### config.mk
export PLATFORM = sky130hd
export DESIGN_NAME = am4_irq_unit
export DESIGN_NICKNAME = d
export VERILOG_FILES = /design/src/verilog/am4_bus_pkg.sv /design/src/verilog/am4_cpu_pkg.sv /design/src/verilog/am4_apb_slave.sv /design/src/verilog/am4_branch_cond.sv /design/src/verilog/am4_irq_ctrl.sv /design/src/verilog/am4_irq_unit.sv
export VERILOG_INCLUDE_DIRS = /design/src /design/src/verilog
export SDC_FILE = /design/constraint.sdc
export NUM_CORES = 1
export LEC_CHECK = 0
export BUFFER_PORTS_ARGS = -buffer_cell sky130_fd_sc_hd__buf_2
export CAP_MARGIN = 20
export CORE_ASPECT_RATIO = 1.75
export CORE_MARGIN = 4
export CORE_UTILIZATION = 30
export DETAILED_ROUTE_END_ITERATION = 16
export MAX_ROUTING_LAYER = met4
export PLACE_DENSITY = 0.57
export SYNTH_ARGS = -nofsm -noshare
export SYNTH_HDL_FRONTEND = slang
export SYNTH_SLANG_ARGS = --single-unit
### constraint.sdc
create_clock -name pin_clk -period 2 [get_ports pin_clk]
set_input_delay 0.2 -clock pin_clk [delete_from_list [all_inputs] [get_ports pin_clk]]
set_output_delay 0.2 -clock pin_clk [all_outputs]
set_load 0.05 [all_outputs]
### src/verilog/am4_settings.svh
//**********************************************************
// am4 interrupt unit: register widths, APB geometry
// and register byte offsets
//**********************************************************

`ifndef AM4_SETTINGS_SVH
`define AM4_SETTINGS_SVH

// processor side widths
`define AM4_PSW_W       8     // processor status word
`define AM4_IREG_W      16    // instruction register
`define AM4_VEC_W       3     // encoded interrupt vector

// APB port geometry
`define AM4_APB_AW      4     // byte address, 4 words
`define AM4_APB_DW      16    // read/write data

// register map, byte offsets
`define AM4_OFS_PSW     0     // status word, r/w
`define AM4_OFS_IREG    4     // instruction, r/w
`define AM4_OFS_CMD     8     // command, write only
`define AM4_OFS_STAT    12    // status, read only

`endif
### src/verilog/am4_bus_pkg.sv
//**********************************************************
// am4 host bus types: APB register index and
// command opcodes of the CMD register
//**********************************************************

`default_nettype none

package am4_bus_pkg;

`include "am4_settings.svh"

   // word index, byte offset over 4
   typedef enum logic [1:0] {
      REG_PSW  = 2'(`AM4_OFS_PSW  / 4),     // status word
      REG_IREG = 2'(`AM4_OFS_IREG / 4),     // instruction
      REG_CMD  = 2'(`AM4_OFS_CMD  / 4),     // command strobe
      REG_STAT = 2'(`AM4_OFS_STAT / 4)      // request status
   } apb_reg_t;

   // opcodes written to CMD, bit 2 marks a latch ack
   typedef enum logic [2:0] {
      CMD_NOP      = 3'd0,                   // no action
      CMD_CLR_REF  = 3'd2,                   // drop dref
      CMD_SET_REF  = 3'd3,                   // raise dref, ack rfrq
      CMD_CLR_ACLO = 3'd6,                   // ack power fail
      CMD_CLR_EVNT = 3'd7                    // ack timer event
   } cmd_t;

endpackage

`default_nettype wire

### src/verilog/am4_cpu_pkg.sv
//**********************************************************
// am4 processor architecture types: PSW and IREG words,
// PSW bit positions, branch codes and vector codes
//**********************************************************

`default_nettype none

package am4_cpu_pkg;

`include "am4_settings.svh"

   typedef logic [`AM4_PSW_W-1:0]  psw_t;    // processor status word
   typedef logic [`AM4_IREG_W-1:0] ireg_t;   // instruction word

   // PSW bit positions
   localparam int PSW_C   = 0;               // carry
   localparam int PSW_V   = 1;               // overflow
   localparam int PSW_Z   = 2;               // zero
   localparam int PSW_N   = 3;               // negative
   localparam int PSW_T   = 4;               // trace trap
   localparam int PSW_PRI = 7;               // priority mask

   // {ireg[15], ireg[10:8]} of a branch instruction
   typedef enum logic [3:0] {
      BRC_NONE, BRC_BR,  BRC_BNE, BRC_BEQ,
      BRC_BGE,  BRC_BLT, BRC_BGT, BRC_BLE,
      BRC_BPL,  BRC_BMI, BRC_BHI, BRC_BLOS,
      BRC_BVC,  BRC_BVS, BRC_BCC, BRC_BCS
   } bra_code_t;

   // vector code, lower value wins
   typedef enum logic [`AM4_VEC_W-1:0] {
      VEC_RFRQ  = 3'd0,                      // refresh request
      VEC_TRACE = 3'd1,                      // trace trap
      VEC_ACLO  = 3'd2,                      // power fail
      VEC_HALT  = 3'd3,                      // supervisor halt
      VEC_EVNT  = 3'd4,                      // timer event
      VEC_VIRQ  = 3'd5,                      // vectored interrupt
      VEC_NONE  = 3'd7                       // nothing pending
   } irq_vec_t;

endpackage

`default_nettype wire

### src/verilog/am4_apb_slave.sv
//**********************************************************
// am4 APB slave: address decode, PSW and IREG registers,
// command strobe and read data mux
//**********************************************************

`timescale 1ns/1ps
`default_nettype none

`include "am4_settings.svh"

module am4_apb_slave
(
   input  wire                         pin_clk,       // main clock
   input  wire                         dclo,          // async reset
   input  wire                         psel_i,        // slave select
   input  wire                         penable_i,     // access phase
   input  wire                         pwrite_i,      // write transfer
   input  wire   [`AM4_APB_AW-1:0]     paddr_i,       // byte address
   input  wire   [`AM4_APB_DW-1:0]     pwdata_i,      // write data
   input  wire   am4_cpu_pkg::irq_vec_t irq_vec_i,    // encoded vector
   input  wire                         irq_pend_i,    // any request
   input  wire                         bra_taken_i,   // branch decision
   input  wire                         dref_i,        // refresh strobe
   output logic  [`AM4_APB_DW-1:0]     prdata_o,      // read data
   output am4_cpu_pkg::psw_t           psw_o,         // status word
   output am4_cpu_pkg::ireg_t          ireg_o,        // instruction
   output logic                        cmd_vld_o,     // one-cycle strobe
   output am4_bus_pkg::cmd_t           cmd_o          // command code
);

   import am4_cpu_pkg::*;
   import am4_bus_pkg::*;

   // STAT register layout above the vector field
   localparam int STAT_PEND = `AM4_VEC_W;            // bit 3
   localparam int STAT_BRA  = `AM4_VEC_W + 1;        // bit 4
   localparam int STAT_DREF = `AM4_VEC_W + 2;        // bit 5

   apb_reg_t  reg_idx;                                // word being accessed
   logic      addr_ok;                                // word aligned
   logic      wr_en;                                  // write, access phase
   logic      cmd_wr;                                 // command accepted
   cmd_t      cmd_new;                                // code on pwdata

   assign reg_idx = apb_reg_t'(paddr_i[`AM4_APB_AW-1:2]);
   assign addr_ok = (paddr_i[1:0] == 2'b00);         // odd bytes ignored
   assign wr_en   = psel_i & penable_i & pwrite_i & addr_ok;
   assign cmd_new = cmd_t'(pwdata_i[$bits(cmd_t)-1:0]);
   assign cmd_wr  = wr_en & (reg_idx == REG_CMD) & (cmd_new != CMD_NOP);

   // host visible registers and command strobe
   always_ff @(posedge pin_clk or posedge dclo)
   begin
      if (dclo)
      begin
         psw_o     <= '0;
         ireg_o    <= '0;
         cmd_vld_o <= 1'b0;
         cmd_o     <= CMD_NOP;
      end
      else
      begin
         cmd_vld_o <= cmd_wr;                         // self clearing
         if (cmd_wr)
            cmd_o <= cmd_new;                         // held with the strobe
         if (wr_en & (reg_idx == REG_PSW))
            psw_o <= psw_t'(pwdata_i[`AM4_PSW_W-1:0]);
         if (wr_en & (reg_idx == REG_IREG))
            ireg_o <= ireg_t'(pwdata_i[`AM4_IREG_W-1:0]);
      end
   end

   // read data, valid through setup and access
   always_comb
   begin
      prdata_o = '0;
      if (psel_i & addr_ok)
         case (reg_idx)
            REG_PSW:  prdata_o[`AM4_PSW_W-1:0]  = psw_o;
            REG_IREG: prdata_o[`AM4_IREG_W-1:0] = ireg_o;
            REG_STAT:
            begin
               prdata_o[`AM4_VEC_W-1:0] = irq_vec_i;  // vector code
               prdata_o[STAT_PEND]      = irq_pend_i;
               prdata_o[STAT_BRA]       = bra_taken_i;
               prdata_o[STAT_DREF]      = dref_i;
            end
            default:  prdata_o = '0;                  // CMD reads zero
         endcase
   end

endmodule

`default_nettype wire

### src/verilog/am4_branch_cond.sv
//**********************************************************
// am4 conditional branch evaluator from IREG and PSW
//**********************************************************

`timescale 1ns/1ps
`default_nettype none

module am4_branch_cond
(
   input  wire   am4_cpu_pkg::psw_t    psw_i,         // condition flags
   input  wire   am4_cpu_pkg::ireg_t   ireg_i,        // instruction
   output logic                        bra_taken_o    // branch decision
);

   import am4_cpu_pkg::*;

   bra_code_t code;                                   // branch selector
   logic      flag_c;
   logic      flag_v;
   logic      flag_z;
   logic      flag_n;
   logic      lt;                                     // signed less than

   assign code   = bra_code_t'({ireg_i[15], ireg_i[10:8]});
   assign flag_c = psw_i[PSW_C];
   assign flag_v = psw_i[PSW_V];
   assign flag_z = psw_i[PSW_Z];
   assign flag_n = psw_i[PSW_N];
   assign lt     = flag_n ^ flag_v;

   always_comb
   begin
      case (code)
         BRC_NONE: bra_taken_o = 1'b0;                 // not a branch
         BRC_BR:   bra_taken_o = 1'b1;
         BRC_BNE:  bra_taken_o = ~flag_z;
         BRC_BEQ:  bra_taken_o = flag_z;
         BRC_BGE:  bra_taken_o = ~lt;
         BRC_BLT:  bra_taken_o = lt;
         BRC_BGT:  bra_taken_o = ~(lt | flag_z);
         BRC_BLE:  bra_taken_o = lt | flag_z;
         BRC_BPL:  bra_taken_o = ~flag_n;
         BRC_BMI:  bra_taken_o = flag_n;
         BRC_BHI:  bra_taken_o = ~(flag_c | flag_z);   // unsigned higher
         BRC_BLOS: bra_taken_o = flag_c | flag_z;
         BRC_BVC:  bra_taken_o = ~flag_v;
         BRC_BVS:  bra_taken_o = flag_v;
         BRC_BCC:  bra_taken_o = ~flag_c;
         BRC_BCS:  bra_taken_o = flag_c;
         default:  bra_taken_o = 1'b0;
      endcase
   end

endmodule

`default_nettype wire

### src/verilog/am4_irq_ctrl.sv
//**********************************************************
// am4 interrupt controller: pin sampling, edge latches,
// refresh flip-flop, request register, priority encoder
//**********************************************************

`timescale 1ns/1ps
`default_nettype none

module am4_irq_ctrl
(
   input  wire                         pin_clk,       // main clock
   input  wire                         dclo,          // async reset
   input  wire                         aclo_n_i,      // power fail
   input  wire                         evnt_n_i,      // timer event
   input  wire                         rfrq_n_i,      // refresh request
   input  wire                         halt_n_i,      // halt request
   input  wire                         virq_n_i,      // vectored irq
   input  wire   am4_cpu_pkg::psw_t    psw_i,         // status word
   input  wire                         cmd_vld_i,     // command strobe
   input  wire   am4_bus_pkg::cmd_t    cmd_i,         // command code
   output am4_cpu_pkg::irq_vec_t       irq_vec_o,     // encoded vector
   output logic                        irq_pend_o,    // any request
   output logic                        dref_o         // refresh strobe
);

   import am4_cpu_pkg::*;
   import am4_bus_pkg::*;

   // index into the pin sample vector
   localparam int PIN_ACLO = 0;
   localparam int PIN_EVNT = 1;
   localparam int PIN_RFRQ = 2;
   localparam int PIN_HALT = 3;
   localparam int PIN_VIRQ = 4;

   logic [4:0] pin_s;                                 // pins, active high
   logic [2:0] pin_p;                                 // previous edge samples
   logic [2:0] edge_set;                              // new assertion seen
   logic       aclo;                                  // power fail latch
   logic       evnt;                                  // timer latch
   logic       rfrq;                                  // refresh latch
   logic       clr_aclo;
   logic       clr_evnt;
   logic       set_ref;
   logic       clr_ref;
   logic [5:0] irq;                                   // request register

   assign clr_aclo = cmd_vld_i & (cmd_i == CMD_CLR_ACLO);
   assign clr_evnt = cmd_vld_i & (cmd_i == CMD_CLR_EVNT);
   assign set_ref  = cmd_vld_i & (cmd_i == CMD_SET_REF);
   assign clr_ref  = cmd_vld_i & (cmd_i == CMD_CLR_REF);

   // one sample per clock, pins are asynchronous
   always_ff @(posedge pin_clk or posedge dclo)
   begin
      if (dclo)
      begin
         pin_s <= '0;
         pin_p <= '0;
      end
      else
      begin
         pin_s <= ~{virq_n_i, halt_n_i, rfrq_n_i, evnt_n_i, aclo_n_i};
         pin_p <= pin_s[PIN_RFRQ:PIN_ACLO];
      end
   end

   assign edge_set = pin_s[PIN_RFRQ:PIN_ACLO] & ~pin_p;   // held level ignored

   // edge latches and refresh strobe, clear beats set
   always_ff @(posedge pin_clk or posedge dclo)
   begin
      if (dclo)
      begin
         aclo   <= 1'b0;
         evnt   <= 1'b0;
         rfrq   <= 1'b0;
         dref_o <= 1'b0;
      end
      else
      begin
         if (clr_aclo)
            aclo <= 1'b0;
         else if (edge_set[PIN_ACLO])
            aclo <= 1'b1;
         if (clr_evnt)
            evnt <= 1'b0;
         else if (edge_set[PIN_EVNT])
            evnt <= 1'b1;
         if (set_ref)
            rfrq <= 1'b0;                             // refresh taken
         else if (edge_set[PIN_RFRQ])
            rfrq <= 1'b1;
         if (clr_ref)
            dref_o <= 1'b0;
         else if (set_ref)
            dref_o <= 1'b1;
      end
   end

   // request register, reloaded every clock
   always_ff @(posedge pin_clk or posedge dclo)
   begin
      if (dclo)
         irq <= '0;
      else
      begin
         irq[0] <= pin_s[PIN_VIRQ] & ~psw_i[PSW_PRI];  // masked by priority
         irq[1] <= evnt & ~psw_i[PSW_PRI];
         irq[2] <= pin_s[PIN_HALT];                    // level request
         irq[3] <= aclo;
         irq[4] <= psw_i[PSW_T];                       // trace trap
         irq[5] <= rfrq;
      end
   end

   // highest bit wins
   always_comb
   begin
      if (irq[5])
         irq_vec_o = VEC_RFRQ;
      else if (irq[4])
         irq_vec_o = VEC_TRACE;
      else if (irq[3])
         irq_vec_o = VEC_ACLO;
      else if (irq[2])
         irq_vec_o = VEC_HALT;
      else if (irq[1])
         irq_vec_o = VEC_EVNT;
      else if (irq[0])
         irq_vec_o = VEC_VIRQ;
      else
         irq_vec_o = VEC_NONE;
   end

   assign irq_pend_o = |irq;

endmodule

`default_nettype wire

### src/verilog/am4_irq_unit.sv
//**********************************************************
// am4 interrupt unit top: APB slave, interrupt controller
// and branch evaluator
//**********************************************************

`timescale 1ns/1ps
`default_nettype none

`include "am4_settings.svh"

module am4_irq_unit
(
   input  wire                         pin_clk,       // main clock
   input  wire                         dclo,          // async reset
   input  wire                         psel_i,        // APB select
   input  wire                         penable_i,     // APB access phase
   input  wire                         pwrite_i,      // APB write
   input  wire   [`AM4_APB_AW-1:0]     paddr_i,       // APB byte address
   input  wire   [`AM4_APB_DW-1:0]     pwdata_i,      // APB write data
   input  wire                         aclo_n_i,      // power fail
   input  wire                         evnt_n_i,      // timer event
   input  wire                         rfrq_n_i,      // refresh request
   input  wire                         halt_n_i,      // halt request
   input  wire                         virq_n_i,      // vectored irq
   output logic  [`AM4_APB_DW-1:0]     prdata_o,      // APB read data
   output am4_cpu_pkg::irq_vec_t       irq_vec_o,     // encoded vector
   output logic                        irq_pend_o,    // any request
   output logic                        bra_taken_o,   // branch decision
   output logic                        dref_n_o       // refresh strobe
);

   import am4_cpu_pkg::*;
   import am4_bus_pkg::*;

   psw_t  psw;                                        // status word
   ireg_t ireg;                                       // instruction
   logic  cmd_vld;                                    // command strobe
   cmd_t  cmd;                                        // command code
   logic  dref;                                       // refresh, active high

   am4_apb_slave am4_apb_slave_i
   (
      .pin_clk     (pin_clk),
      .dclo        (dclo),
      .psel_i      (psel_i),
      .penable_i   (penable_i),
      .pwrite_i    (pwrite_i),
      .paddr_i     (paddr_i),
      .pwdata_i    (pwdata_i),
      .irq_vec_i   (irq_vec_o),
      .irq_pend_i  (irq_pend_o),
      .bra_taken_i (bra_taken_o),
      .dref_i      (dref),
      .prdata_o    (prdata_o),
      .psw_o       (psw),
      .ireg_o      (ireg),
      .cmd_vld_o   (cmd_vld),
      .cmd_o       (cmd)
   );

   am4_irq_ctrl am4_irq_ctrl_i
   (
      .pin_clk     (pin_clk),
      .dclo        (dclo),
      .aclo_n_i    (aclo_n_i),
      .evnt_n_i    (evnt_n_i),
      .rfrq_n_i    (rfrq_n_i),
      .halt_n_i    (halt_n_i),
      .virq_n_i    (virq_n_i),
      .psw_i       (psw),
      .cmd_vld_i   (cmd_vld),
      .cmd_i       (cmd),
      .irq_vec_o   (irq_vec_o),
      .irq_pend_o  (irq_pend_o),
      .dref_o      (dref)
   );

   am4_branch_cond am4_branch_cond_i
   (
      .psw_i       (psw),
      .ireg_i      (ireg),
      .bra_taken_o (bra_taken_o)
   );

   assign dref_n_o = ~dref;                           // pin is active low

endmodule

`default_nettype wire

==> results.md <==
* Critical setup path kind: flip-flop to output port
* P per Cell Area at just over 800 nW/um2
* Main synth FF type: dfrtp_1
* Library cells used by synthesis at 37
* Placed Cells at 316
* Share of layout cells above drive strength 1 at between 40% and 50%
* DR vias/cell at 4.83
* Slew HR at between 60% and 70%
* Share of the synthesized area in the top cell type at between 50% and 60%
* H-tree levels at 2
* Setup repair after global routing missed its margin: yes
* 1st-iter DRT viols at 68
* Peak VDD IR at 0.334 mV
* Post-synth top cells: dfrtp_1, mux2_2, nor2_1
* Cells after synthesis at about 180
* Maximum clock rate at 0.477 GHz
* Clk pin slew, worst setup/hold paths at 0.06 ns
* Core ar. at 6960 um2
* Endpoints failing hold at 0
* DRC at 0
* Final min period at 2.10 ns
* Reg2Reg Setup Slack at ~1 ns
* Max cap viols at 0
* FP Rows at 40
* First-pass GRT wire length at between 8000 and 9000 um
* WP data arrival at 1.90 ns
* Worst Setup End Kind: output port
* Clock Path Buffers at 2
* CTS tree: done
* Drt pass-1 iters at 4
* Post-synthesis net count at between 200 and 250
* Antenna violations before repair at 0
* DPL Wire Length at slightly below 4000 um
* Hold Buf Count CTS at 0
* Synthesized area at 2160 um2
* Synth Warn # at 0
* Vias in the first global route at around 1700
* CTS buffer count at 5
* Skew final at around 0.003 ns
* Routability Congestion at between 0.8 and 0.9
* Clk Latency, worst-skew pair at between 0.2 and 0.3 ns
* Status: finished, violations left
* Most common cell in the netlist: dfrtp_1
* WL/cell at ~16 um
* Chip width at between 70 and 80 um
* CTS Sinks at between 40 and 50
* P_leak at approximately 1.4 nW
* Final setup fails at 2
* Pin count of the biggest net entering global routing at 47
* Root Driver: clkbuf_16
* PortBufs at 51
* Starting Density at a little under a third
* Maximum fanout along the worst path at 8
* Die Area at between 8000 and 9000 um2
* Final worst setup slack at -0.0952 ns
* Vias at 1580
* Avg Cell Area, Syn at between 10 and 15 um2
* Sequential area share after synthesis at a little over half
* Setup crit start kind: flip-flop
* Max-slew violations at 0
* Total track usage at between 10% and 20%
* Min-delay worst type: input port to async pin
* Die Y at between 100 and 150 um
* Synth top area cells: dfrtp_1, mux2_2, mux2_4
* Area Overhead vs Synth at 30.4%
* Failing checks: setup timing
* Yosys top cell by area: dfrtp_1
* Final Cycle Share at 105%
* Total detailed-routing wirelength at about 5200 um
* Critical path required time at roughly 1.8 ns
* Worst hold margin at ~0.047 ns
* Final Power at between 2 and 2.5 mW
* Nets at between 200 and 300
* Seq cells post-synth at 46
* Finished Layout Cells at 327
* N_diodes at 0
* Ys async rst share at 100%
* Slew @ Worst Pin at between 0.5 and 0.6 ns
* Final antenna-violating net count at 0
* Number of flops mapped to enable cells by yosys at 0
* Final global-route overflow total at 0
* Ports at 52
cell type report:
| cell class | count | area, um2 |
|---|---|---|
| clock buffers | 7 | 143 |
| clock inverters | 1 | 5.00 |
| fillers | 680 | 4140 |
| inverters | 10 | 37.5 |
| multi-input cells | 114 | 992 |
| flip-flops and latches | 46 | 1150 |
| well taps | 84 | 105 |
| repair buffers | 65 | 383 |
through the flow:
| stage | area (um2) | setup WS (ns) | TNS (ns) | util, % |
|---|---|---|---|---|
| 6_report | 2820 | -0.0952 | -0.140 | 40.5 |
| 5_1_grt | 2820 | -0.150 | -0.263 | 40.5 |
| 4_1_cts | 2820 | -0.0466 | -0.0659 | 40.5 |
| 2_1_floorplan | 2190 | -0.172 | -0.172 | - |
| 3_5_place_dp | 2590 | 0.0646 | 0 | 37.3 |
| 3_3_place_gp | 2590 | 0.0693 | 0 | 37.3 |
registers in the layout, indices dropped and copies added, names as in the netlist:
| register | count |
|---|---|
| am4_irq_ctrl_i.pin_p | 3 |
| am4_apb_slave_i.cmd_o | 3 |
| am4_irq_ctrl_i.aclo | 1 |
| am4_irq_ctrl_i.dref_o | 1 |
| am4_irq_ctrl_i.evnt | 1 |
| am4_apb_slave_i.ireg_o | 16 |
| am4_apb_slave_i.psw_o | 8 |
| am4_irq_ctrl_i.rfrq | 1 |
| am4_apb_slave_i.cmd_vld_o | 1 |
| am4_irq_ctrl_i.pin_s | 5 |
| am4_irq_ctrl_i.irq | 6 |
placed cells by master, fill, tap and decap left out, types with 4 or more instances in the layout:
cell type	Yosys	final
o21ai_0	7	6
mux2_4	10	10
buf_6	2	4
buf_2	1	48
buf_4	0	12
nor2b_1	8	8
inv_1	10	9
mux2i_1	8	8
mux2_2	15	15
clkbuf_16	0	5
nand2_1	8	6
and2_1	10	10
dfrtp_1	46	43
nor2_1	11	10
worst max-delay path, stage by stage, from the launching register on:
cell and delay [ns]:
dfrtp_2 0.45, or2_2 0.34, a32oi_2 0.27, o221ai_2 0.16, a31o_4 0.25, buf_6 0.15
layer usage:
metal	global-route usage [%]	vias up	share of wire [%]	wire length, um
met2	21.9	46	54	2790
met3	3.16	15	5.2	269
met4	8.35	0	4.2	220
met5	-	-	0	0
met1	14.4	774	37	1910
li1	-	745	-	-
where the power goes:
part | switching [mW] | internal (mW) | total (mW)
sequential | 0.0723 | 1.02 | 1.10
combinational | 0.203 | 0.213 | 0.416
clock | 0.327 | 0.495 | 0.822
total | 0.602 | 1.73 | 2.33
path summary, 6_finish.rpt:
check | startpoint | endpoint | depth (start not counted)
worst min register to register | am4_irq_ctrl_i.pin_s[3] | am4_irq_ctrl_i.irq[2] | 0
min in group pin_clk | halt_n_i | am4_irq_ctrl_i.pin_s[3] | 2
worst max-delay path | am4_apb_slave_i.ireg_o[9] | prdata_o[4] | 5
worst min-delay path | dclo | am4_irq_ctrl_i.pin_p[0] | 3
worst max register to register | am4_apb_slave_i.ireg_o[15] | am4_apb_slave_i.ireg_o[15] | 2
max in group asynchronous | dclo | am4_apb_slave_i.ireg_o[10] | 3
kinds of logic (layout without fill, tap and decap cells):
kind of cell / after synthesis / in the layout / synth area share [%]
AND/OR/NAND/NOR: 57 / 57 / 16.6
flip-flops: 46 / 46 / 53.2
multiplexers: 33 / 33 / 18.5
AO/OA/AOI/OAI: 23 / 23 / 7.64
buffers and inverters: 17 / 83 / 3.70
XOR/XNOR: 1 / 1 / 0.405
what timing repair did:
item | in CTS | in global routing
hold endpoints to repair | 0 | 0
pin swaps | 1 | 2
buffers inserted | 3 | 0
endpoints found under the setup margin | 2 | 3
gates resized for setup | 15 | 2
Power figures use the tool's default switching activity.
